### config.mk
export PLATFORM = sky130hd
export DESIGN_NAME = fetch_stage_flat
export DESIGN_NICKNAME = d
export VERILOG_FILES = /design/src/verilog/mem_pkg.sv /design/src/verilog/mem_bus_if.sv /design/src/verilog/fetch_stage.sv /design/src/flat_wrapper.sv
export SDC_FILE = /design/constraint.sdc
export NUM_CORES = 1
export LEC_CHECK = 0
export BUFFER_PORTS_ARGS = -buffer_cell sky130_fd_sc_hd__buf_4
export CORE_AREA = 2 2 129 131
export DETAILED_ROUTE_END_ITERATION = 7
export DIE_AREA = 0 0 131 133
export GPL_ROUTABILITY_DRIVEN = 0
export PLACE_DENSITY = 0.77
export SLEW_MARGIN = 0
export SYNTH_ARGS = -nofsm -noshare
export SYNTH_HDL_FRONTEND = slang
export SYNTH_SLANG_ARGS = --single-unit
export TNS_END_PERCENT = 10
### constraint.sdc
create_clock -name clk -period 5.5 [get_ports clk]
set_input_delay 0.55 -clock clk [delete_from_list [all_inputs] [get_ports clk]]
set_output_delay 0.55 -clock clk [all_outputs]
set_load 0.05 [all_outputs]
### src/verilog/mem_pkg.sv
package mem_pkg;

  localparam int XLEN     = 64;
  localparam int INST_LEN = 32;
  localparam int LOAD_N   = 7;
  localparam int SAVE_N   = 4;
  localparam int EXCP_N   = 2;

  typedef logic [XLEN-1:0]     reg_t;
  typedef logic [INST_LEN-1:0] inst_t;
  typedef logic [XLEN-1:0]     addr_t;
  typedef logic [LOAD_N-1:0]   load_info_t;
  typedef logic [SAVE_N-1:0]   save_info_t;
  typedef logic [1:0]          size_t;
  typedef logic [1:0]          resp_t;
  typedef logic [EXCP_N-1:0]   excp_t;

  // load one-hot bit positions
  localparam int LOAD_LB  = 0;
  localparam int LOAD_LH  = 1;
  localparam int LOAD_LW  = 2;
  localparam int LOAD_LD  = 3;
  localparam int LOAD_LBU = 4;
  localparam int LOAD_LHU = 5;
  localparam int LOAD_LWU = 6;

  // store one-hot bit positions
  localparam int SAVE_SB = 0;
  localparam int SAVE_SH = 1;
  localparam int SAVE_SW = 2;
  localparam int SAVE_SD = 3;

  localparam size_t SIZE_B = 2'd0; // 1 byte
  localparam size_t SIZE_H = 2'd1; // 2 bytes
  localparam size_t SIZE_W = 2'd2; // 4 bytes
  localparam size_t SIZE_D = 2'd3; // 8 bytes

  localparam resp_t RESP_OKAY = 2'd0;

  localparam int EXCP_LOAD_MISALIGN  = 0;
  localparam int EXCP_STORE_MISALIGN = 1;

  // 256 x 64 bit, 2 KiB of byte space
  localparam int RAM_WORDS = 256;
  localparam int RAM_IDX_W = $clog2(RAM_WORDS);

  typedef enum logic {
    MEM_IDLE,
    MEM_ADDR
  } mem_state_e;

  typedef enum logic {
    FETCH_IDLE,
    FETCH_REQ
  } fetch_state_e;

  typedef enum logic [1:0] {
    ARB_FREE,
    ARB_OWN_MEM,
    ARB_OWN_FETCH
  } arb_state_e;

endpackage

### src/verilog/mem_bus_if.sv
`timescale 1ns/1ps

interface mem_bus_if;

  logic            valid;
  logic            ready;
  logic            req;    // 1 = write
  mem_pkg::addr_t  addr;
  mem_pkg::reg_t   w_data; // low bytes hold store data
  mem_pkg::size_t  size;
  mem_pkg::reg_t   r_data; // low bytes hold load data
  mem_pkg::resp_t  resp;

  modport master (
    output valid, req, addr, w_data, size,
    input  ready, r_data, resp
  );

  modport slave (
    input  valid, req, addr, w_data, size,
    output ready, r_data, resp
  );

endinterface

### src/verilog/fetch_stage.sv
`timescale 1ns/1ps

module fetch_stage (
  input  logic           clk,
  input  logic           rst,
  input  logic           fetch_en,
  output mem_pkg::inst_t inst,
  output mem_pkg::addr_t inst_pc,
  output logic           inst_valid,
  mem_bus_if.master      bus
);

  mem_pkg::fetch_state_e state;
  mem_pkg::addr_t        pc;
  logic                  handshake;

  assign handshake = bus.valid && bus.ready;

  always_ff @(posedge clk) begin
    if (rst) begin
      state <= mem_pkg::FETCH_IDLE;
      pc    <= '0;
    end else begin
      case (state)
        mem_pkg::FETCH_IDLE:
          if (fetch_en) state <= mem_pkg::FETCH_REQ;
        mem_pkg::FETCH_REQ:
          if (handshake) begin
            pc <= pc + 64'd4; // sequential only
            if (!fetch_en) state <= mem_pkg::FETCH_IDLE;
          end
        default: state <= mem_pkg::FETCH_IDLE;
      endcase
    end
  end

  always_ff @(posedge clk) begin
    if (rst)
      inst_valid <= 1'b0;
    else
      inst_valid <= handshake;
  end

  always_ff @(posedge clk) begin
    if (handshake) begin
      inst    <= bus.r_data[31:0];
      inst_pc <= pc;
    end
  end

  assign bus.valid  = (state == mem_pkg::FETCH_REQ);
  assign bus.req    = 1'b0;
  assign bus.addr   = pc;
  assign bus.size   = mem_pkg::SIZE_W;
  assign bus.w_data = '0;

  a_addr_hold: assert property (@(posedge clk) disable iff (rst)
    (bus.valid && !bus.ready) |=> (bus.valid && $stable(bus.addr)));

endmodule

### src/flat_wrapper.sv
// flat-port wrapper written by rule: the top's interface ports become plain ports
module fetch_stage_flat 
  (clk, rst, fetch_en, inst, inst_pc, inst_valid, bus_valid, bus_req, bus_addr, bus_w_data, bus_size, bus_ready, bus_r_data, bus_resp);
  mem_bus_if bus_i ();
  input  logic clk;
  input  logic rst;
  input  logic fetch_en;
  output mem_pkg::inst_t inst;
  output mem_pkg::addr_t inst_pc;
  output logic inst_valid;
  output wire logic [$bits(bus_i.valid)-1:0] bus_valid;
  output wire logic [$bits(bus_i.req)-1:0] bus_req;
  output wire logic [$bits(bus_i.addr)-1:0] bus_addr;
  output wire logic [$bits(bus_i.w_data)-1:0] bus_w_data;
  output wire logic [$bits(bus_i.size)-1:0] bus_size;
  input wire logic [$bits(bus_i.ready)-1:0] bus_ready;
  input wire logic [$bits(bus_i.r_data)-1:0] bus_r_data;
  input wire logic [$bits(bus_i.resp)-1:0] bus_resp;
  assign bus_valid = bus_i.valid;
  assign bus_req = bus_i.req;
  assign bus_addr = bus_i.addr;
  assign bus_w_data = bus_i.w_data;
  assign bus_size = bus_i.size;
  assign bus_i.ready = bus_ready;
  assign bus_i.r_data = bus_r_data;
  assign bus_i.resp = bus_resp;
  fetch_stage u_core (.clk(clk), .rst(rst), .fetch_en(fetch_en), .inst(inst), .inst_pc(inst_pc), .inst_valid(inst_valid), .bus(bus_i));
endmodule
==> run summary <==
Status = finished clean
Mapped Area = 0.006260 mm^2
Max-Cap Viols = 0
FMAX = 359.1 MHz
Hold Path Class = primary input to flop
DIE HEIGHT = 133 um
Max IR drop VDD = 196.0 uV
Setup violators final = 0
Cell taking the most area after synthesis = edfxtp_1
Largest net degree at the start of global routing = 65
Post-synth top flop = edfxtp_1
Final worst slack = 2.715 ns
Crit path launch type = flop
Netlist cell types = 36
Routed len/inst = 14.33 um
Seq cells post-synth = 158
Initial Util = 0.3871
Post-synthesis sequential area ratio = 0.6556
Routed Antenna Nets = 0
Core area = 0.01617 mm^2
Worst-Margin Slew = 0.7316 ns
Post-synth EDFFs = 94
CP Capture Type = flop
LEAKAGE = 0.003387 uW
Num CTS Buffers = 17
Skew final = 0.01181 ns
Final Critical Period = 2.785 ns
CTS tree = yes
Critical-path cell list = and4_4 > and4_1 > nand3_2 > or4_1 > a21oi_1
Row cnt = 47
Final #Nets = 775
Post-CTS Setup Bufs = 0
M2 GR Usage = 0.2444
WP data arrival = 3.13 ns
CTS HTree Levels = 4
Mapped Cells = 508
CTS-repair resized insts = 0
Initial DRC count = 316
Slew Viols, Final = 0
Area Growth Syn to Fin = 31.76%
Top post-synthesis cells by area = edfxtp_1, dfxtp_1, buf_4, xor2_1, a21oi_1
Vias in the first global route = 3778
IO Port Bufs = 193
Final hold vios = 0
Gr busiest metal = met2
Hold_ws = 0.3007 ns
GR Util met3 = 0.04933
I/O pins = 299
Ys Warns = 0
ANT cells = 0
Aggregate global-route resource usage = 0.1502
DRC = 0
Share of cells above drive strength 1 = 0.3319
Clock sink count = 158
Setup CP Type = flop to flop
Synth async-reset ratio = 0
Clock root buffer = clkbuf_16
Avg Cell Area, Syn = 12.32 um^2
Post-detail-place hpwl = 9.212 mm
Crit-path slowest cell = or4_1
Met1 usage = 0.1812
Total grt overflow = 0
WL final = 13.42 mm
CP required = 5.85 ns
First-pass GRT wire length = 20.20 mm
Clock Latency Late Sink = 0.42 ns
Dpl ws = 2.730 ns
Setup TNS = 0 ns
Pwr per Cell Area = 319.5 mW/mm^2
List of most frequent post-synthesis cells = edfxtp_1, buf_4, dfxtp_1
Slew headroom = 0.5109
Top-area cell type share of the netlist area = 0.4509
Vias = 4335
Vias per inst = 4.626
Top-count cell post-synth = edfxtp_1
Initial antenna violation count = 0
1st-pass router iterations = 4
Largest stage delay on the critical path = 0.64 ns
R2r setup slk = 2.72 ns
Clock slew at reported path FFs = 0.07 ns
RSZ-0062 raised after global routing = false
Die X = 131 um
Finished Core Util = 0.5100
Tcrit/Tclk final = 0.5064
Hold Buf Count CTS = 0
Max FO, Critical Path = 28
Die Area = 0.01742 mm^2
Clock tree buffer depth = 2
final timing paths:
path	depth (start not counted)	from	to
worst min-delay path	1	bus_r_data[15]	u_core.inst[15]
worst max-delay path	5	u_core.bus.addr[10]	u_core.bus.addr[59]
worst min register to register	0	u_core.bus.addr[63]	u_core.inst_pc[63]
worst max register to register	5	u_core.bus.addr[10]	u_core.bus.addr[59]
final cells by class:
class                           instances  area, um^2
Multi-Input combinational cell        320        1764
Fill cell                            1387        7924
Clock inverter                         14       150.1
Inverter                               11       43.79
Tap cell                              220       275.3
Clock buffer                           18       439.2
Sequential cell                       158        4104
Timing Repair Buffer                  196        1471
per-layer routing:
| metal | share of wire | wire, um | vias to the layer above |
|---|---|---|---|
| met3 | 0.094 | 1263 | 18 |
| met1 | 0.40 | 5328 | 2036 |
| met4 | 0.016 | 215 | 0 |
| met2 | 0.49 | 6615 | 199 |
| li1 | - | - | 2082 |
| met5 | 0 | 0 | - |
critical path, delay by kind of cell (launching register included):
kind	cells	cell delay (ns)
compound gates	1	0.15
simple gates	4	2.08
flops	1	0.47
where the power goes:
part / switching [uW] / total [uW] / internal [uW]
registers: 4.60 / 1270 / 1260
clock network: 501 / 1150 / 652
logic: 181 / 213 / 32.9
flip-flops by register name (all words and copies together) (netlist names):
name / count
u_core.bus.addr: 62
u_core.inst: 32
u_core.inst_pc: 62
u_core.inst_valid: 1
u_core.bus.valid: 1
cell usage in the layout, fill, tap and decap left out, drive strengths merged, types with 15 or more instances in the layout:
| cell type | n |
|---|---|
| nand3 | 24 |
| conb | 71 |
| nand2 | 23 |
| edfxtp | 94 |
| inv | 18 |
| buf | 196 |
| a21oi | 32 |
| xor2 | 25 |
| nand4 | 18 |
| nor2 | 41 |
| dfxtp | 64 |
| clkbuf | 18 |
| o21ai | 15 |
| or3 | 15 |
stage by stage:
stage / total power, uW / instances / instance area, um^2
after floorplan: 1504 / 577 / 6519
after global placement: 1507 / 905 / 7659
after detailed placement: 1508 / 905 / 7659
after CTS: 2659 / 937 / 8248
after global routing: 2719 / 937 / 8248
final: 2636 / 937 / 8248
logic make-up after synthesis:
group / after synthesis / share of synthesized area
flops: 158 / 0.6556
simple gates: 155 / 0.1381
buf+inv: 99 / 0.1039
compound gates: 62 / 0.05577
xor+xnor: 31 / 0.04337
other cells: 2 / 0.001200
fa+ha+maj: 1 / 0.001998
Note: power is estimated with default switching activity, not from simulation.
