`src/verilog/mem_pkg.sv`:
```
package mem_pkg;

  localparam int XLEN     = 64;
  localparam int INST_LEN = 32;
  localparam int LOAD_N   = 7;
  localparam int SAVE_N   = 4;
  localparam int EXCP_N   = 2;

  typedef logic [XLEN-1:0]     reg_t;
  typedef logic [INST_LEN-1:0] inst_t;
  typedef logic [XLEN-1:0]     addr_t;
  typedef logic [LOAD_N-1:0]   load_info_t;
  typedef logic [SAVE_N-1:0]   save_info_t;
  typedef logic [1:0]          size_t;
  typedef logic [1:0]          resp_t;
  typedef logic [EXCP_N-1:0]   excp_t;

  // load one-hot bit positions
  localparam int LOAD_LB  = 0;
  localparam int LOAD_LH  = 1;
  localparam int LOAD_LW  = 2;
  localparam int LOAD_LD  = 3;
  localparam int LOAD_LBU = 4;
  localparam int LOAD_LHU = 5;
  localparam int LOAD_LWU = 6;

  // store one-hot bit positions
  localparam int SAVE_SB = 0;
  localparam int SAVE_SH = 1;
  localparam int SAVE_SW = 2;
  localparam int SAVE_SD = 3;

  localparam size_t SIZE_B = 2'd0; // 1 byte
  localparam size_t SIZE_H = 2'd1; // 2 bytes
  localparam size_t SIZE_W = 2'd2; // 4 bytes
  localparam size_t SIZE_D = 2'd3; // 8 bytes

  localparam resp_t RESP_OKAY = 2'd0;

  localparam int EXCP_LOAD_MISALIGN  = 0;
  localparam int EXCP_STORE_MISALIGN = 1;

  // 256 x 64 bit, 2 KiB of byte space
  localparam int RAM_WORDS = 256;
  localparam int RAM_IDX_W = $clog2(RAM_WORDS);

  typedef enum logic {
    MEM_IDLE,
    MEM_ADDR
  } mem_state_e;

  typedef enum logic {
    FETCH_IDLE,
    FETCH_REQ
  } fetch_state_e;

  typedef enum logic [1:0] {
    ARB_FREE,
    ARB_OWN_MEM,
    ARB_OWN_FETCH
  } arb_state_e;

endpackage

```
`src/verilog/mem_bus_if.sv`:
```
`timescale 1ns/1ps

interface mem_bus_if;

  logic            valid;
  logic            ready;
  logic            req;    // 1 = write
  mem_pkg::addr_t  addr;
  mem_pkg::reg_t   w_data; // low bytes hold store data
  mem_pkg::size_t  size;
  mem_pkg::reg_t   r_data; // low bytes hold load data
  mem_pkg::resp_t  resp;

  modport master (
    output valid, req, addr, w_data, size,
    input  ready, r_data, resp
  );

  modport slave (
    input  valid, req, addr, w_data, size,
    output ready, r_data, resp
  );

endinterface

```
`src/verilog/bus_arbiter.sv`:
```
`timescale 1ns/1ps

module bus_arbiter (
  input  logic      clk,
  input  logic      rst,
  mem_bus_if.slave  mem_m,
  mem_bus_if.slave  fetch_m,
  mem_bus_if.master ram_s
);

  mem_pkg::arb_state_e state;
  logic                gnt_mem;
  logic                gnt_fetch;
  logic                handshake;

  // mem_stage wins a tie
  assign gnt_mem   = (state == mem_pkg::ARB_OWN_MEM) ||
                     (state == mem_pkg::ARB_FREE && mem_m.valid);
  assign gnt_fetch = (state == mem_pkg::ARB_OWN_FETCH) ||
                     (state == mem_pkg::ARB_FREE && !mem_m.valid && fetch_m.valid);
  assign handshake = ram_s.valid && ram_s.ready;

  always_ff @(posedge clk) begin
    if (rst) begin
      state <= mem_pkg::ARB_FREE;
    end else begin
      case (state)
        mem_pkg::ARB_FREE:
          if (gnt_mem && !handshake)
            state <= mem_pkg::ARB_OWN_MEM;
          else if (gnt_fetch && !handshake)
            state <= mem_pkg::ARB_OWN_FETCH;
        mem_pkg::ARB_OWN_MEM,
        mem_pkg::ARB_OWN_FETCH:
          if (handshake) state <= mem_pkg::ARB_FREE;
        default: state <= mem_pkg::ARB_FREE;
      endcase
    end
  end

  assign ram_s.valid  = (gnt_mem && mem_m.valid) || (gnt_fetch && fetch_m.valid);
  assign ram_s.req    = gnt_mem ? mem_m.req    : fetch_m.req;
  assign ram_s.addr   = gnt_mem ? mem_m.addr   : fetch_m.addr;
  assign ram_s.size   = gnt_mem ? mem_m.size   : fetch_m.size;
  assign ram_s.w_data = gnt_mem ? mem_m.w_data : fetch_m.w_data;

  // response path only to the owner
  assign mem_m.ready    = gnt_mem && ram_s.ready;
  assign mem_m.r_data   = gnt_mem ? ram_s.r_data : '0;
  assign mem_m.resp     = gnt_mem ? ram_s.resp : mem_pkg::RESP_OKAY;
  assign fetch_m.ready  = gnt_fetch && ram_s.ready;
  assign fetch_m.r_data = gnt_fetch ? ram_s.r_data : '0;
  assign fetch_m.resp   = gnt_fetch ? ram_s.resp : mem_pkg::RESP_OKAY;

  a_one_ready: assert property (@(posedge clk) disable iff (rst)
    !(mem_m.ready && fetch_m.ready));

endmodule

```
`src/flat_wrapper.sv`:
```
// flat-port wrapper written by rule: the top's interface ports become plain ports
module bus_arbiter_flat 
  (clk, rst, mem_m_valid, mem_m_req, mem_m_addr, mem_m_w_data, mem_m_size, mem_m_ready, mem_m_r_data, mem_m_resp, fetch_m_valid, fetch_m_req, fetch_m_addr, fetch_m_w_data, fetch_m_size, fetch_m_ready, fetch_m_r_data, fetch_m_resp, ram_s_valid, ram_s_req, ram_s_addr, ram_s_w_data, ram_s_size, ram_s_ready, ram_s_r_data, ram_s_resp);
  mem_bus_if mem_m_i ();
  mem_bus_if fetch_m_i ();
  mem_bus_if ram_s_i ();
  input  logic clk;
  input  logic rst;
  input wire logic [$bits(mem_m_i.valid)-1:0] mem_m_valid;
  input wire logic [$bits(mem_m_i.req)-1:0] mem_m_req;
  input wire logic [$bits(mem_m_i.addr)-1:0] mem_m_addr;
  input wire logic [$bits(mem_m_i.w_data)-1:0] mem_m_w_data;
  input wire logic [$bits(mem_m_i.size)-1:0] mem_m_size;
  output wire logic [$bits(mem_m_i.ready)-1:0] mem_m_ready;
  output wire logic [$bits(mem_m_i.r_data)-1:0] mem_m_r_data;
  output wire logic [$bits(mem_m_i.resp)-1:0] mem_m_resp;
  input wire logic [$bits(fetch_m_i.valid)-1:0] fetch_m_valid;
  input wire logic [$bits(fetch_m_i.req)-1:0] fetch_m_req;
  input wire logic [$bits(fetch_m_i.addr)-1:0] fetch_m_addr;
  input wire logic [$bits(fetch_m_i.w_data)-1:0] fetch_m_w_data;
  input wire logic [$bits(fetch_m_i.size)-1:0] fetch_m_size;
  output wire logic [$bits(fetch_m_i.ready)-1:0] fetch_m_ready;
  output wire logic [$bits(fetch_m_i.r_data)-1:0] fetch_m_r_data;
  output wire logic [$bits(fetch_m_i.resp)-1:0] fetch_m_resp;
  output wire logic [$bits(ram_s_i.valid)-1:0] ram_s_valid;
  output wire logic [$bits(ram_s_i.req)-1:0] ram_s_req;
  output wire logic [$bits(ram_s_i.addr)-1:0] ram_s_addr;
  output wire logic [$bits(ram_s_i.w_data)-1:0] ram_s_w_data;
  output wire logic [$bits(ram_s_i.size)-1:0] ram_s_size;
  input wire logic [$bits(ram_s_i.ready)-1:0] ram_s_ready;
  input wire logic [$bits(ram_s_i.r_data)-1:0] ram_s_r_data;
  input wire logic [$bits(ram_s_i.resp)-1:0] ram_s_resp;
  assign mem_m_i.valid = mem_m_valid;
  assign mem_m_i.req = mem_m_req;
  assign mem_m_i.addr = mem_m_addr;
  assign mem_m_i.w_data = mem_m_w_data;
  assign mem_m_i.size = mem_m_size;
  assign mem_m_ready = mem_m_i.ready;
  assign mem_m_r_data = mem_m_i.r_data;
  assign mem_m_resp = mem_m_i.resp;
  assign fetch_m_i.valid = fetch_m_valid;
  assign fetch_m_i.req = fetch_m_req;
  assign fetch_m_i.addr = fetch_m_addr;
  assign fetch_m_i.w_data = fetch_m_w_data;
  assign fetch_m_i.size = fetch_m_size;
  assign fetch_m_ready = fetch_m_i.ready;
  assign fetch_m_r_data = fetch_m_i.r_data;
  assign fetch_m_resp = fetch_m_i.resp;
  assign ram_s_valid = ram_s_i.valid;
  assign ram_s_req = ram_s_i.req;
  assign ram_s_addr = ram_s_i.addr;
  assign ram_s_w_data = ram_s_i.w_data;
  assign ram_s_size = ram_s_i.size;
  assign ram_s_i.ready = ram_s_ready;
  assign ram_s_i.r_data = ram_s_r_data;
  assign ram_s_i.resp = ram_s_resp;
  bus_arbiter u_core (.clk(clk), .rst(rst), .mem_m(mem_m_i), .fetch_m(fetch_m_i), .ram_s(ram_s_i));
endmodule
```
`config.mk`:
```
export PLATFORM = sky130hd
export DESIGN_NAME = bus_arbiter_flat
export DESIGN_NICKNAME = d
export VERILOG_FILES = /design/src/verilog/mem_pkg.sv /design/src/verilog/mem_bus_if.sv /design/src/verilog/bus_arbiter.sv /design/src/flat_wrapper.sv
export SDC_FILE = /design/constraint.sdc
export NUM_CORES = 1
export LEC_CHECK = 0
export ABC_CLOCK_PERIOD_IN_PS = 4700
export BUFFER_PORTS_ARGS = -buffer_cell sky130_fd_sc_hd__clkbuf_2
export CORE_AREA = 2 2 230 232
export CTS_CLUSTER_DIAMETER = 40
export DETAILED_ROUTE_END_ITERATION = 12
export DIE_AREA = 0 0 232 234
export PLACE_DENSITY = 0.3
export SYNTH_ARGS = -nofsm -noshare
export SYNTH_HDL_FRONTEND = slang
export SYNTH_SLANG_ARGS = --single-unit
```
`constraint.sdc`:
```
create_clock -name clk -period 4.7 [get_ports clk]
set_input_delay 0.94 -clock clk [delete_from_list [all_inputs] [get_ports clk]]
set_output_delay 0.94 -clock clk [all_outputs]
set_load 0.01 [all_outputs]
```
==> flow_summary.ini <==
[run_status]
run_status = finished clean

[synth]
syn_nets = 657
syn_area_per_cell_um2 = 8.43
synthDistinctLibCells = 26
yosysTopAreaCellShare_pct = 54.5
synth-seq-cells = 2
ys.warnings.count = 0
syn_area_um2 = 2710
ys_async_sr_fraction_pct = 0
seq_area_frac_synth_pct = 1.48
syn_inst = 321
synthFlopType = dfxtp_1
synth_enable_flop_cells = 0
yosysTopAreaCell = mux2_2
synth_area_leaders = mux2_2, nor2b_1, buf_2, buf_4, dfxtp_1

[clock_network]
clockRootBuffer = clkbuf_16
cts_buffers = 3
postCtsResizedCells = 0
cts_sinks = 2
cts_tree = yes
clock_latency_ps = 220
cts_setup_buffers = 0
clkTransAtPathRegs_ps = 30
clockBufferDepth = 2
h-tree-depth = 1
cts_hold_buffers = 0

[finish]
largest_reg_flops = 2
layout-drive-gt1-share_pct = 82.6
fill_cells = 6074
layout_common_cells = clkbuf_2, nor2b_1, mux2_2
fin_nets = 1235
regMostFlops = u_core.state
final_core_util_pct = 12.6
final_common_cell = clkbuf_2
syn_to_final_growth_pct = 142
reg_top3 = u_core.state (2)

[sta]
max-slew-margin-rel_pct = 57.2
worstMarginPinSlew_ps = 642
period_share_pct = 73.6
hold_violations = 0
period_needed_ps = 3460
rsz0062_at_grt = no
slew_violations = 0
timing.fmax_ghz = 0.289
finClkSkew_ps = 1.73
fin_setup_tns_ps = 0
finalSetupViolCount = 0

[die]
core_um2 = 52000
die_h_um = 234
die_w_um = 232
row_count = 84
die-area_um2 = 54300
initial_core_util_pct = 5.20
pin_count = 599

[critical_path]
required_ps = 3760
path_buf_inv = 3
cpPeakStageDelay_ps = 410
crit_chain = clkbuf_2 > a21oi_4 > buf_12 > mux2_2 > clkbuf_2
arrival_ps = 2520
crit_path_start_kind = primary input
end_kind = output port
crit_family = buffers and inverters
crit_fanout = 107
path_class = primary input to output port
crit_slowest_cell = buf_12
path_common_cell = clkbuf_2

[global_route]
grt_pass1_wl_um = 26500
grt_max_degree = 108
grt_pass1_vias = 4117
grt_use_total_pct = 6.55
antenna_found_initial = 2
overflow = 0

[drt]
wire_per_inst_um = 13.1
vias = 4560
totalWireLength_um = 20800
drc = 0
via_per_inst = 2.88
dr.pass1.iters = 4
first_iter_violations = 88
postRouteAntennaNets = 0

[flow_run]
max_cap_violations = 0

[placement]
dp_hpwl_um = 19000
gp_congestion = 0.913
numPortBuffers = 598

[power_and_ir_drop]
max-vdd-ir-drop_v = 0.000215
power_density_nw_per_um2 = 397
leakage_nw = 3.47

[worst_hold_path]
hp-class = flip-flop to flip-flop
==> Yosys cell counts (2+ instances only) <==
cell type,number
buf_4,6
mux2_2,131
nand2_1,2
o21ai_0,3
dfxtp_1,2
buf_2,13
ha_1,3
inv_1,3
clkbuf_1,8
nor2b_1,134
==> power by group <==
part / internal, mW / switching (mW) / leakage (nW)
Clock: 0.108 / 0.0177 / 0.0370
Sequential: 0.0229 / 0.00555 / 0.0164
Combinational: 1.13 / 1.32 / 3.42
==> final timing paths <==
kind,start,endpoint,slack [ps],cells after the start
hold reg to reg,u_core.state[1],u_core.state[1],530,2
setup reg to reg,u_core.state[1],u_core.state[1],2800,6
setup / recovery,mem_m_valid,ram_s_addr[63],1240,5
hold / removal,u_core.state[1],u_core.state[1],530,2
==> per-stage QoR <==
stage               power (mW)  area (µm²)  std cells  setup slack [ps]  hold slack, ps
finish                    2.60        6540       1586              1240             534
global route              2.80        6540       1585              1160             545
CTS                       2.64        6540       1585              1250             541
detailed placement        2.50        6470       1582              1250             537
global placement          2.53        6470       1582              1280             535
floorplan                 1.51        2710        321              1760             490
==> worst register-to-register path: stages, from the launching register on <==
cell,delay (ps)
dfxtp_1,310
inv_1,100
ha_1,340
a31oi_4,130
buf_4,270
or4_1,540
a31oi_1,130
==> layout make-up <==
| cell class | count | area (µm²) | area share, % |
|---|---|---|---|
| well taps | 688 | 861 | 13.2 |
| flip-flops and latches | 2 | 40.0 | 0.612 |
| multi-input cells | 287 | 2510 | 38.3 |
| diodes | 1 | 2.50 | 0.0382 |
| clock buffers | 3 | 75.1 | 1.15 |
| inverters | 3 | 11.3 | 0.172 |
| repair buffers | 602 | 3050 | 46.6 |
==> metal layers <==
layer | GRT usage [%] | vias up | part of all wire [%]
met1 | 8.58 | 2070 | 43
li1 | - | 2247 | -
met2 | 11.3 | 233 | 49
met4 | 0.661 | 4 | 0.34
met5 | 0 | - | 0.13
met3 | 1.45 | 6 | 7.4
==> cells by family (layout without fill, tap and decap cells) <==
family	after synthesis	count (layout)	synth area share (%)
other cells	0	1	0
mux	131	131	54.5
fa+ha+maj	3	3	1.39
compound gates	12	12	3.98
flops	2	2	1.48
buf+inv	32	608	6.20
simple gates	141	141	32.4
Note: power is estimated with default switching activity, not from simulation.
