**config.mk**
```make
export PLATFORM = sky130hd
export DESIGN_NAME = mem_stage_flat
export DESIGN_NICKNAME = d
export VERILOG_FILES = /design/src/verilog/mem_pkg.sv /design/src/verilog/mem_bus_if.sv /design/src/verilog/mem_stage.sv /design/src/flat_wrapper.sv
export SDC_FILE = /design/constraint.sdc
export NUM_CORES = 1
export LEC_CHECK = 0
export ABC_CLOCK_PERIOD_IN_PS = 4700
export BUFFER_PORTS_ARGS = -buffer_cell sky130_fd_sc_hd__buf_4
export CAP_MARGIN = 20
export CORE_AREA = 2 2 160 162
export CTS_CLUSTER_SIZE = 30
export DETAILED_ROUTE_END_ITERATION = 6
export DIE_AREA = 0 0 162 164
export GPL_ROUTABILITY_DRIVEN = 0
export SYNTH_ARGS = -nofsm -noshare
export SYNTH_HDL_FRONTEND = slang
export SYNTH_SLANG_ARGS = --single-unit
```
**constraint.sdc**
```tcl
create_clock -name clk -period 4.7 [get_ports clk]
set_input_delay 0.47 -clock clk [delete_from_list [all_inputs] [get_ports clk]]
set_output_delay 0.47 -clock clk [all_outputs]
set_load 0.005 [all_outputs]
```
**src/verilog/mem_pkg.sv**
```systemverilog
package mem_pkg;

  localparam int XLEN     = 64;
  localparam int INST_LEN = 32;
  localparam int LOAD_N   = 7;
  localparam int SAVE_N   = 4;
  localparam int EXCP_N   = 2;

  typedef logic [XLEN-1:0]     reg_t;
  typedef logic [INST_LEN-1:0] inst_t;
  typedef logic [XLEN-1:0]     addr_t;
  typedef logic [LOAD_N-1:0]   load_info_t;
  typedef logic [SAVE_N-1:0]   save_info_t;
  typedef logic [1:0]          size_t;
  typedef logic [1:0]          resp_t;
  typedef logic [EXCP_N-1:0]   excp_t;

  // load one-hot bit positions
  localparam int LOAD_LB  = 0;
  localparam int LOAD_LH  = 1;
  localparam int LOAD_LW  = 2;
  localparam int LOAD_LD  = 3;
  localparam int LOAD_LBU = 4;
  localparam int LOAD_LHU = 5;
  localparam int LOAD_LWU = 6;

  // store one-hot bit positions
  localparam int SAVE_SB = 0;
  localparam int SAVE_SH = 1;
  localparam int SAVE_SW = 2;
  localparam int SAVE_SD = 3;

  localparam size_t SIZE_B = 2'd0; // 1 byte
  localparam size_t SIZE_H = 2'd1; // 2 bytes
  localparam size_t SIZE_W = 2'd2; // 4 bytes
  localparam size_t SIZE_D = 2'd3; // 8 bytes

  localparam resp_t RESP_OKAY = 2'd0;

  localparam int EXCP_LOAD_MISALIGN  = 0;
  localparam int EXCP_STORE_MISALIGN = 1;

  // 256 x 64 bit, 2 KiB of byte space
  localparam int RAM_WORDS = 256;
  localparam int RAM_IDX_W = $clog2(RAM_WORDS);

  typedef enum logic {
    MEM_IDLE,
    MEM_ADDR
  } mem_state_e;

  typedef enum logic {
    FETCH_IDLE,
    FETCH_REQ
  } fetch_state_e;

  typedef enum logic [1:0] {
    ARB_FREE,
    ARB_OWN_MEM,
    ARB_OWN_FETCH
  } arb_state_e;

endpackage

```
**src/verilog/mem_bus_if.sv**
```systemverilog
`timescale 1ns/1ps

interface mem_bus_if;

  logic            valid;
  logic            ready;
  logic            req;    // 1 = write
  mem_pkg::addr_t  addr;
  mem_pkg::reg_t   w_data; // low bytes hold store data
  mem_pkg::size_t  size;
  mem_pkg::reg_t   r_data; // low bytes hold load data
  mem_pkg::resp_t  resp;

  modport master (
    output valid, req, addr, w_data, size,
    input  ready, r_data, resp
  );

  modport slave (
    input  valid, req, addr, w_data, size,
    output ready, r_data, resp
  );

endinterface

```
**src/verilog/mem_stage.sv**
```systemverilog
`timescale 1ns/1ps

module mem_stage (
  input  logic                clk,
  input  logic                rst,
  input  logic                refresh,
  input  mem_pkg::reg_t       ram_wr_src,
  input  mem_pkg::load_info_t load_info,
  input  mem_pkg::save_info_t save_info,
  input  mem_pkg::addr_t      mem_addr,
  input  logic                ram_rd_ena,
  input  logic                ram_wr_ena,
  output mem_pkg::reg_t       mem_data,
  output mem_pkg::excp_t      mem_excp,
  output logic                mem_fetched,
  mem_bus_if.master           bus
);

  mem_pkg::mem_state_e state;
  mem_pkg::size_t      acc_size;
  mem_pkg::reg_t       st_mask;
  mem_pkg::reg_t       ld_ext;
  logic                misalign;
  logic                access;
  logic                handshake;

  assign access    = ram_rd_ena || ram_wr_ena;
  assign handshake = bus.valid && bus.ready;

  always_comb begin
    acc_size = mem_pkg::SIZE_D;
    if (ram_wr_ena) begin
      if (save_info[mem_pkg::SAVE_SB])
        acc_size = mem_pkg::SIZE_B;
      else if (save_info[mem_pkg::SAVE_SH])
        acc_size = mem_pkg::SIZE_H;
      else if (save_info[mem_pkg::SAVE_SW])
        acc_size = mem_pkg::SIZE_W;
    end else begin
      if (load_info[mem_pkg::LOAD_LB] || load_info[mem_pkg::LOAD_LBU])
        acc_size = mem_pkg::SIZE_B;
      else if (load_info[mem_pkg::LOAD_LH] || load_info[mem_pkg::LOAD_LHU])
        acc_size = mem_pkg::SIZE_H;
      else if (load_info[mem_pkg::LOAD_LW] || load_info[mem_pkg::LOAD_LWU])
        acc_size = mem_pkg::SIZE_W;
    end
  end

  always_comb begin
    case (acc_size)
      mem_pkg::SIZE_B: st_mask = 64'h0000_0000_0000_00ff;
      mem_pkg::SIZE_H: st_mask = 64'h0000_0000_0000_ffff;
      mem_pkg::SIZE_W: st_mask = 64'h0000_0000_ffff_ffff;
      default:         st_mask = '1;
    endcase
  end

  // natural alignment per access size
  always_comb begin
    case (acc_size)
      mem_pkg::SIZE_H: misalign = mem_addr[0];
      mem_pkg::SIZE_W: misalign = |mem_addr[1:0];
      mem_pkg::SIZE_D: misalign = |mem_addr[2:0];
      default:         misalign = 1'b0;
    endcase
  end

  always_comb begin
    if (load_info[mem_pkg::LOAD_LB])
      ld_ext = {{56{bus.r_data[7]}}, bus.r_data[7:0]};
    else if (load_info[mem_pkg::LOAD_LH])
      ld_ext = {{48{bus.r_data[15]}}, bus.r_data[15:0]};
    else if (load_info[mem_pkg::LOAD_LW])
      ld_ext = {{32{bus.r_data[31]}}, bus.r_data[31:0]};
    else if (load_info[mem_pkg::LOAD_LBU])
      ld_ext = {56'b0, bus.r_data[7:0]};
    else if (load_info[mem_pkg::LOAD_LHU])
      ld_ext = {48'b0, bus.r_data[15:0]};
    else if (load_info[mem_pkg::LOAD_LWU])
      ld_ext = {32'b0, bus.r_data[31:0]};
    else
      ld_ext = bus.r_data; // LD
  end

  always_ff @(posedge clk) begin
    if (rst) begin
      state <= mem_pkg::MEM_IDLE;
    end else begin
      case (state)
        mem_pkg::MEM_IDLE:
          if (refresh && access && !misalign) state <= mem_pkg::MEM_ADDR;
        mem_pkg::MEM_ADDR:
          if (handshake) state <= mem_pkg::MEM_IDLE;
        default: state <= mem_pkg::MEM_IDLE;
      endcase
    end
  end

  // exception holds until the next refresh
  always_ff @(posedge clk) begin
    if (rst) begin
      mem_excp <= '0;
    end else if (refresh) begin
      mem_excp <= '0;
      if (access && misalign) begin
        if (ram_wr_ena)
          mem_excp[mem_pkg::EXCP_STORE_MISALIGN] <= 1'b1;
        else
          mem_excp[mem_pkg::EXCP_LOAD_MISALIGN] <= 1'b1;
      end
    end
  end

  always_ff @(posedge clk) begin
    if (rst)
      mem_fetched <= 1'b0;
    else
      mem_fetched <= handshake;
  end

  always_ff @(posedge clk) begin
    if (handshake && !bus.req) mem_data <= ld_ext;
  end

  assign bus.valid  = (state == mem_pkg::MEM_ADDR);
  assign bus.req    = ram_wr_ena;
  assign bus.addr   = mem_addr;
  assign bus.size   = acc_size;
  assign bus.w_data = ram_wr_src & st_mask;

  a_onehot: assert property (@(posedge clk) disable iff (rst)
    (refresh && access) |-> ($onehot0(load_info) && $onehot0(save_info)));

  // the RAM behind the arbiter never reports an error
  a_resp_okay: assert property (@(posedge clk) disable iff (rst)
    handshake |-> (bus.resp == mem_pkg::RESP_OKAY));

endmodule

```
**src/flat_wrapper.sv**
```systemverilog
// flat-port wrapper written by rule: the top's interface ports become plain ports
module mem_stage_flat 
  (clk, rst, refresh, ram_wr_src, load_info, save_info, mem_addr, ram_rd_ena, ram_wr_ena, mem_data, mem_excp, mem_fetched, bus_valid, bus_req, bus_addr, bus_w_data, bus_size, bus_ready, bus_r_data, bus_resp);
  mem_bus_if bus_i ();
  input  logic clk;
  input  logic rst;
  input  logic refresh;
  input  mem_pkg::reg_t ram_wr_src;
  input  mem_pkg::load_info_t load_info;
  input  mem_pkg::save_info_t save_info;
  input  mem_pkg::addr_t mem_addr;
  input  logic ram_rd_ena;
  input  logic ram_wr_ena;
  output mem_pkg::reg_t mem_data;
  output mem_pkg::excp_t mem_excp;
  output logic mem_fetched;
  output wire logic [$bits(bus_i.valid)-1:0] bus_valid;
  output wire logic [$bits(bus_i.req)-1:0] bus_req;
  output wire logic [$bits(bus_i.addr)-1:0] bus_addr;
  output wire logic [$bits(bus_i.w_data)-1:0] bus_w_data;
  output wire logic [$bits(bus_i.size)-1:0] bus_size;
  input wire logic [$bits(bus_i.ready)-1:0] bus_ready;
  input wire logic [$bits(bus_i.r_data)-1:0] bus_r_data;
  input wire logic [$bits(bus_i.resp)-1:0] bus_resp;
  assign bus_valid = bus_i.valid;
  assign bus_req = bus_i.req;
  assign bus_addr = bus_i.addr;
  assign bus_w_data = bus_i.w_data;
  assign bus_size = bus_i.size;
  assign bus_i.ready = bus_ready;
  assign bus_i.r_data = bus_r_data;
  assign bus_i.resp = bus_resp;
  mem_stage u_core (.clk(clk), .rst(rst), .refresh(refresh), .ram_wr_src(ram_wr_src), .load_info(load_info), .save_info(save_info), .mem_addr(mem_addr), .ram_rd_ena(ram_rd_ena), .ram_wr_ena(ram_wr_ena), .mem_data(mem_data), .mem_excp(mem_excp), .mem_fetched(mem_fetched), .bus(bus_i));
endmodule
```
==> results of run 1 <==
where the power goes:
group | switching [W] | leakage (nW) | internal [W]
sequential | 0.00000354 | 0.613 | 0.000683
combinational | 0.000117 | 1.83 | 0.000145
clock | 0.000257 | 0.137 | 0.000405
total | 0.000378 | 2.58 | 0.00123
flip-flops by register name, indices dropped and copies added, names as in the netlist:
register / cells
u_core.mem_excp: 2
u_core.mem_data: 64
u_core.bus.valid: 1
u_core.mem_fetched: 1
synth_stat cells:
library cell | number | share of area
a21o_1 | 3 | 0.0060
a21oi_1 | 50 | 0.067
a221oi_1 | 1 | 0.0023
a222oi_1 | 1 | 0.0027
a2bb2oi_1 | 1 | 0.0023
and2_1 | 32 | 0.054
buf_1 | 1 | 0.0010
buf_4 | 73 | 0.15
clkbuf_1 | 20 | 0.020
dfxtp_1 | 4 | 0.021
edfxtp_1 | 64 | 0.51
inv_1 | 2 | 0.0020
nand2_1 | 39 | 0.039
nand2b_1 | 1 | 0.0017
nand3b_1 | 1 | 0.0020
nor2_1 | 8 | 0.0080
nor2b_1 | 29 | 0.049
nor3_1 | 2 | 0.0027
nor3b_1 | 1 | 0.0020
nor4_4 | 1 | 0.0057
o211a_1 | 1 | 0.0027
o21ai_0 | 35 | 0.047
o31ai_1 | 1 | 0.0020
cells by family (layout without fill, tap and decap cells):
kind of cell	count (synthesis)	in the layout	share of synthesized area
AO/OA/AOI/OAI	93	93	0.132
buffers and inverters	96	293	0.170
AND/OR/NAND/NOR	114	114	0.163
flip-flops	68	68	0.535
other	0	1	0
area by class of cell:
cell class / instances / area, sq um
clock buffers: 10 / 229
multi-input cells: 207 / 1120
fillers: 2734 / 18900
inverters: 2 / 7.51
clock inverters: 6 / 55.1
diodes: 1 / 2.50
flip-flops and latches: 68 / 2000
well taps: 330 / 413
repair buffers: 275 / 2100
per-layer routing:
| layer | wire, um | track usage |
|---|---|---|
| met3 | 2780 | 0.0798 |
| met4 | 331 | 0.0374 |
| met2 | 9490 | 0.235 |
| met5 | 0 | 0 |
| met1 | 6240 | 0.136 |
path summary, 6_finish.rpt:
check	slack, ps	startpoint	to	cells past startpoint
max	2160	load_info[0]	bus_w_data[48]	7
min	310	bus_r_data[3]	u_core.mem_data[3]	1
max reg2reg	3040	u_core.bus.valid	u_core.mem_data[9]	3
min reg2reg	470	u_core.mem_excp[1]	u_core.mem_excp[1]	2
worst max-delay path, stage by stage:
cell and delay (ps):
buf_4 140, nor3_1 260, o31ai_1 150, a222oi_1 350
buf_4 330, and2_1 220, buf_4 130
stage by stage:
step	instance area (sq um)	hold WS (ps)	std cells	power, W	setup WS (ps)
3_3_place_gp	5590	449	880	0.000959	2120
6_report	5930	310	899	0.00161	2160
5_1_grt	5930	299	899	0.00168	1970
4_1_cts	5900	296	897	0.00164	2110
2_1_floorplan	3740	449	371	0.000832	995
3_5_place_dp	5620	464	881	0.000963	2140
==> flow_summary.json, run 1 <==
{
  "place_hpwl_um": 15800,
  "rows": 58,
  "critPathKind": "primary input to output pin",
  "min_path_type": "primary input to flip-flop",
  "cts_tree": "done",
  "antenna_left": 0,
  "area_growth_pct": 58.6,
  "mostFrequentLayoutCell": "buf_4",
  "drcViolationCount": 0,
  "cts_root_buf": "clkbuf_16",
  "min_period_ps": 2540,
  "worstSkewPairLatency_ps": 330,
  "fp.coreArea_sq_mm": 0.0248,
  "netlist_area_sq_mm": 0.00374,
  "slew_violations": 0,
  "cts_hold_repair.buffers": 0,
  "clk_path_buf_depth": 2,
  "synth_fp_nets": 582,
  "ios": 410,
  "fin_crit_sh": 0.540,
  "io_buffers": 267,
  "peakVddDrop_mv": 0.128,
  "worstSetupStartpointType": "primary input",
  "routedWlPerCell_um": 21.0,
  "antenna_found_initial": 1,
  "htree_levels": 3,
  "routed_wl_um": 18800,
  "cts.clk_slew.worst_paths_ps": 60,
  "setup_violations": 0,
  "die_h_um": 164,
  "dr.first_iter.drc_count": 260,
  "fmax_ghz": 0.394,
  "cts_resized": 0,
  "worstPathArrival_ps": 2070,
  "final.setup.tns_ps": 0,
  "initial_core_util": 0.151,
  "status": "finished clean",
  "p_per_area_mw_per_mm2": 272,
  "grt_usage": 0.134,
  "dieArea_sq_mm": 0.0266,
  "die_x_um": 162,
  "rsz0062_at_grt": "false",
  "final_cell_mix": "273 x buf_4, 64 x edfxtp_1, 50 x a21oi_1, 39 x nand2_1, 35 x o21ai_0",
  "grt_max_degree": 65,
  "cts_setup_buffers": 0,
  "syn_avg_cell_area_sq_um": 10.1,
  "clock-sinks": 68,
  "skew_ps": 7.38,
  "num-nets-final": 774,
  "critical_path_required_ps": 4230,
  "overflow": 0,
  "tightest_slew_ps": 907,
  "via_count": 3424,
  "drive_gt1_frac": 0.512,
  "grt_pass1_wl_um": 25400,
  "cts_inserted_buffers": 9,
  "maxSlewHeadroom": 0.394,
  "seq_area_frac_synth": 0.535,
  "detailedRoute.firstPassIterationCount": 4,
  "synth_warnings": 0,
  "fin_util": 0.239,
  "cp_max_fo": 33,
  "hold_viol_final": 0,
  "endpoint_kind": "output pin",
  "max_cap_violations": 0,
  "leakagePower_nw": 2.58,
  "via_per_inst": 3.81,
  "yosysUniqueCellTypes": 23,
  "ys_seq_elements": 68,
  "synth_cells": 371,
  "grt_pass1_vias": 3483
}
Power figures use the tool's default switching activity.
==> run 2: changes to the inputs <==
--- a/config.mk
+++ b/config.mk
@@ -5,13 +5,14 @@
 export SDC_FILE = /design/constraint.sdc
 export NUM_CORES = 1
 export LEC_CHECK = 0
-export ABC_CLOCK_PERIOD_IN_PS = 4700
+export ABC_AREA = 1
+export ABC_CLOCK_PERIOD_IN_PS = 2400
 export BUFFER_PORTS_ARGS = -buffer_cell sky130_fd_sc_hd__buf_4
 export CAP_MARGIN = 20
-export CORE_AREA = 2 2 160 162
+export CORE_AREA = 2 2 161 163
 export CTS_CLUSTER_SIZE = 30
 export DETAILED_ROUTE_END_ITERATION = 6
-export DIE_AREA = 0 0 162 164
+export DIE_AREA = 0 0 163 165
 export GPL_ROUTABILITY_DRIVEN = 0
 export SYNTH_ARGS = -nofsm -noshare
 export SYNTH_HDL_FRONTEND = slang
==> constraint.sdc (replaced) <==
create_clock -name clk -period 2.4 [get_ports clk]
set_input_delay 0.24 -clock clk [delete_from_list [all_inputs] [get_ports clk]]
set_output_delay 0.24 -clock clk [all_outputs]
set_load 0.005 [all_outputs]
==> run 2 against run 1 <==
First-iteration DRC count up 27%; count of clock-buffer cells in the layout is the same; worst hold slack got worse by 240 ps; sequential cell count is the same; cell area increased by 7.1%; critical endpoint is now bus_w_data[51]; largest power group unchanged.
==> flow_summary.json, run 2 <==
{
  "status": "finished clean",
  "hold_viol_final": 0,
  "reg_top3": "u_core.mem_data (64), u_core.mem_excp (2)",
  "worstSkewPairLatency_ps": 340,
  "cts_hold_repair.buffers": 0,
  "clk_path_buf_depth": 2,
  "area_growth_pct": 49.7,
  "max_cap_violations": 0,
  "num-nets-final": 912,
  "final_cell_mix": "273 x buf_4, 100 x inv_1, 87 x o21ai_0, 64 x edfxtp_1, 63 x nor2_1",
  "seq_area_frac_synth": 0.472,
  "cp_max_fo": 32,
  "yosysMostFrequentCell": "inv_1",
  "synth_warnings": 0,
  "via_count": 4068,
  "power_w": 0.00326,
  "dr.first_iter.drc_count": 331,
  "worstPathArrival_ps": 1680,
  "io_buffers": 267,
  "rsz0062_at_grt": "false",
  "stdcell_count": 1036,
  "routed_wl_um": 17700,
  "grt_usage": 0.121,
  "mostFrequentLayoutCell": "buf_4",
  "async_reset_ff_frac": 0,
  "setup_violations": 0,
  "cts_tree": "done",
  "skew_ps": 8.61,
  "grt_pass1_wl_um": 23800,
  "endpoint_kind": "output pin",
  "rows": 58,
  "grt_pass1_vias": 3712,
  "overflow": 0,
  "synth_edf_count": 64,
  "maxSlewHeadroom": 0.396,
  "worstSetupStartpointType": "primary input",
  "synth_fp_nets": 731,
  "tightest_slew_ps": 904,
  "dieArea_sq_mm": 0.0269,
  "via_per_inst": 3.93,
  "cts_resized": 0,
  "ys_seq_elements": 68,
  "htree_levels": 3,
  "min_period_ps": 1920,
  "initial_core_util": 0.170,
  "fin_util": 0.254,
  "fin_crit_sh": 0.799,
  "routedWlPerCell_um": 17.1,
  "synth_common_cells": "102 x inv_1, 87 x o21ai_0, 73 x buf_4, 64 x edfxtp_1, 64 x nor2_1",
  "synth_top_area_cell": "edfxtp_1",
  "peakVddDrop_mv": 0.338,
  "detailedRoute.firstPassIterationCount": 5,
  "ios": 410,
  "fp.coreArea_sq_mm": 0.0250,
  "clock-sinks": 68,
  "netlist_area_sq_mm": 0.00424,
  "yosysUniqueCellTypes": 21,
  "ys_top_cells_by_area": "edfxtp_1 45%, buf_4 13%, o21ai_0 10%",
  "place_hpwl_um": 13600,
  "p_per_area_mw_per_mm2": 513,
  "critPathKind": "primary input to output pin",
  "synth_cells": 520,
  "slew_violations": 0,
  "fin_hold_ws_ps": 69.3,
  "fmax_ghz": 0.522,
  "critical_path_required_ps": 2160,
  "drcViolationCount": 0,
  "die_x_um": 163,
  "diodes": 0,
  "cts_inserted_buffers": 9,
  "grt_max_degree": 65,
  "syn_avg_cell_area_sq_um": 8.16,
  "cts_setup_buffers": 0,
  "antenna_left": 0,
  "top_register": "u_core.mem_data",
  "final.setup.tns_ps": 0,
  "cts.clk_slew.worst_paths_ps": 60,
  "leakagePower_nw": 3.09,
  "dp_cells": 1020,
  "cts_root_buf": "clkbuf_16",
  "antenna_found_initial": 0,
  "min_path_type": "primary input to flip-flop",
  "die_h_um": 165,
  "drive_gt1_frac": 0.432,
  "synth_top_cell_area_share": 0.453,
  "synth_ff_type": "edfxtp_1",
  "largest_register_ffs": 64
}
-- run 2: cell type report --
cell class,count,area (sq um)
Tap cell,330,413
Clock buffer,10,229
Clock inverter,6,63.8
Timing Repair Buffer,275,2090
Multi-Input combinational cell,243,1160
Sequential cell,68,2000
Fill cell,2735,18700
Inverter,104,390
-- run 2: worst paths after layout --
path / start / depth (start not counted) / end / slack [ps]
setup / recovery: load_info[0] / 9 / bus_w_data[51] / 480
hold / removal: rst / 2 / u_core.mem_excp[0] / 70
setup reg to reg: u_core.bus.valid / 3 / u_core.mem_data[48] / 1040
hold reg to reg: u_core.bus.valid / 2 / u_core.bus.valid / 470
-- run 2: kinds of logic (layout without fill, tap and decap cells) --
logic type      Yosys count  count (layout)  share of synthesized area
buf+inv                 209             395                      0.257
simple gates            102             102                      0.100
compound gates          141             141                      0.171
flops                    68              68                      0.472
-- run 2: stage by stage --
step	instance area (sq um)	worst slack [ps]
2_1_floorplan	4250	569
3_3_place_gp	6060	483
3_5_place_dp	6060	492
4_1_cts	6350	487
5_1_grt	6350	364
6_report	6350	483
-- run 2: routing by layer --
layer / share of wire / track usage / up-vias
li1: - / - / 1957
met1: 0.39 / 0.149 / 1861
met2: 0.48 / 0.187 / 177
met3: 0.085 / 0.0372 / 73
met4: 0.041 / 0.0700 / 0
met5: 0 / 0 / -
-- run 2: worst max-delay path, cell delays in order --
cell,delay (ps)
buf_4,150
inv_2,150
nand2_1,80
nor2_1,80
nand2_1,80
nand2_2,140
nand2_2,340
nor2_1,260
buf_4,150
-- run 2: power breakdown --
| part | internal, W | total [W] | switching [W] |
|---|---|---|---|
| clock network | 0.000804 | 0.00134 | 0.000534 |
| registers | 0.00134 | 0.00135 | 0.00000883 |
| logic | 0.000290 | 0.000571 | 0.000281 |
==> run 3: changes to the inputs <==
--- a/config.mk
+++ b/config.mk
@@ -6,7 +6,7 @@
 export NUM_CORES = 1
 export LEC_CHECK = 0
 export ABC_AREA = 1
-export ABC_CLOCK_PERIOD_IN_PS = 2400
+export ABC_CLOCK_PERIOD_IN_PS = 1900
 export BUFFER_PORTS_ARGS = -buffer_cell sky130_fd_sc_hd__buf_4
 export CAP_MARGIN = 20
 export CORE_AREA = 2 2 161 163
==> constraint.sdc (replaced) <==
create_clock -name clk -period 1.9 [get_ports clk]
set_input_delay 0.19 -clock clk [delete_from_list [all_inputs] [get_ports clk]]
set_output_delay 0.19 -clock clk [all_outputs]
set_load 0.005 [all_outputs]
==> run 3 against run 2 <==
Global-route usage shrank 0.18 points; register-to-register slack got worse by 500 ps; sequential share of layout area down 0.23 points; die area is the same; non-clock buffer count up 5; via count is 1.9% lower; count of clock-buffer cells in the layout rose by 1; clock skew rose by 3.1 ps; first-iteration DRC count fell by 4.5%; highest routed layer unchanged.
==> flow_summary.json, run 3 (synthesis gave the netlist of run 2 again) <==
{
  "grt_max_degree": 65,
  "clk_path_buf_depth": 2,
  "slew_violations": 0,
  "path_cells": "buf_4 > inv_1 > nand2_1 > nand3_1 > nand2_2 > nand2_2 > buf_4 > nor2_1 > buf_4",
  "wl_met3_um": 1480,
  "path_depth": 9,
  "critical_path_required_ps": 1710,
  "hold_viol_final": 0,
  "min_period_ps": 1640,
  "cp_slowest_cell": "buf_4",
  "min_path_cells": 1,
  "detailedRoute.firstPassIterationCount": 6,
  "via_count": 3991,
  "cts_resized": 0,
  "cp_max_fo": 32,
  "dieArea_sq_mm": 0.0269,
  "placed_area_sq_mm": 0.00610,
  "fin_crit_sh": 0.865,
  "area_growth_pct": 50.8,
  "rsz0062_at_grt": "false",
  "tightest_slew_ps": 867,
  "worstSkewPairLatency_ps": 340,
  "dr.max_layer_used": "met4",
  "cp_num_buf_inv": 4,
  "routedWlPerCell_um": 16.8,
  "dp_cells": 1024,
  "worstSetupStartpointType": "primary input",
  "grt_pass1_wl_um": 23400,
  "critPathKind": "primary input to output pin",
  "drcViolationCount": 0,
  "multi_input_area_sq_mm": 0.00116,
  "cts.clk_slew.worst_paths_ps": 60,
  "largest_register_ffs": 64,
  "stdcell_count": 1042,
  "htree_levels": 3,
  "cts_root_buf": "clkbuf_16",
  "ios": 410,
  "place_hpwl_um": 13700,
  "dr.first_iter.drc_count": 316,
  "die_x_um": 163,
  "cp_common_cell": "buf_4",
  "rows": 58,
  "clock-sinks": 68,
  "r2r_cells": 3,
  "top_register": "u_core.mem_data",
  "max_cap_violations": 0,
  "cts_hold_repair.buffers": 1,
  "antenna_left": 0,
  "regArea_sq_mm": 0.00200,
  "final.setup.tns_ps": 0,
  "status": "finished clean",
  "setup_violations": 0,
  "routed_wl_um": 17500,
  "finalInstanceArea_sq_mm": 0.00640,
  "cts_setup_buffers": 0,
  "antenna_found_initial": 1,
  "leakagePower_nw": 3.12,
  "crit_family": "buffers and inverters",
  "initial_core_util": 0.170,
  "met2WireLength_um": 8550,
  "peakVddDrop_mv": 0.403,
  "io_buffers": 267,
  "nFillCells": 2721,
  "reg_top3": "u_core.mem_data (64), u_core.mem_excp (2)",
  "maxSlewHeadroom": 0.422,
  "endpoint_kind": "output pin",
  "die_h_um": 165,
  "skew_ps": 11.7,
  "final_cell_mix": "276 x buf_4, 100 x inv_1, 87 x o21ai_0, 64 x edfxtp_1, 63 x nor2_1",
  "grt_pass1_vias": 3622,
  "fmax_ghz": 0.608,
  "overflow": 0,
  "num-nets-final": 917,
  "drt-met1-wl_um": 6790,
  "max_stage_delay_ps": 310,
  "mostFrequentLayoutCell": "buf_4",
  "via_per_inst": 3.83,
  "cts_tree": "done",
  "worstPathArrival_ps": 1450,
  "cts_inserted_buffers": 9,
  "p_per_area_mw_per_mm2": 640,
  "grt_usage": 0.119,
  "fp.coreArea_sq_mm": 0.0250,
  "drive_gt1_frac": 0.433,
  "min_path_type": "primary input to flip-flop"
}
run 3: cell count changes in the layout (fill, tap and decap cells not counted), sizes merged:
cell         delta
buf             +4
clkbuf          +1
clkinv          +1
clkinvlp        -1
diode           +1
dlygate4sd3     +1
inv             -1
run 3: final timing paths:
path                    start                   to  slack [ps]
min             bus_r_data[4]   u_core.mem_data[4]          20
max              save_info[1]       bus_w_data[51]         260
max reg2reg  u_core.bus.valid  u_core.mem_data[38]         540
min reg2reg  u_core.bus.valid     u_core.bus.valid         480
run 3: area by class of cell:
cell class / instances / area share
Antenna cell: 1 / 0.000391
Clock inverter: 5 / 0.00821
Clock buffer: 11 / 0.0364
Tap cell: 330 / 0.0645
Multi-Input combinational cell: 243 / 0.182
Inverter: 104 / 0.0610
Timing Repair Buffer: 280 / 0.335
Sequential cell: 68 / 0.313
run 3: metal layers:
layer / up-vias / track usage
li1: 1967 / -
met1: 1789 / 0.145
met2: 167 / 0.186
met3: 68 / 0.0384
met4: 0 / 0.0656
met5: - / 0
run 3: stage by stage:
stage          worst slack, ps   util  total power, W  hold WS (ps)
2_1_floorplan             68.8      -         0.00214           259
3_3_place_gp               298  0.244         0.00246           369
3_5_place_dp               271  0.244         0.00247           372
4_1_cts                    269  0.256         0.00417         0.138
5_1_grt                    163  0.256         0.00431          4.20
6_report                   256  0.256         0.00410          22.8
run 3: report_power, final:
| part | switching [W] | internal, W | total [W] |
|---|---|---|---|
| logic | 0.000354 | 0.000372 | 0.000726 |
| clock network | 0.000654 | 0.00101 | 0.00166 |
| registers | 0.0000108 | 0.00170 | 0.00171 |
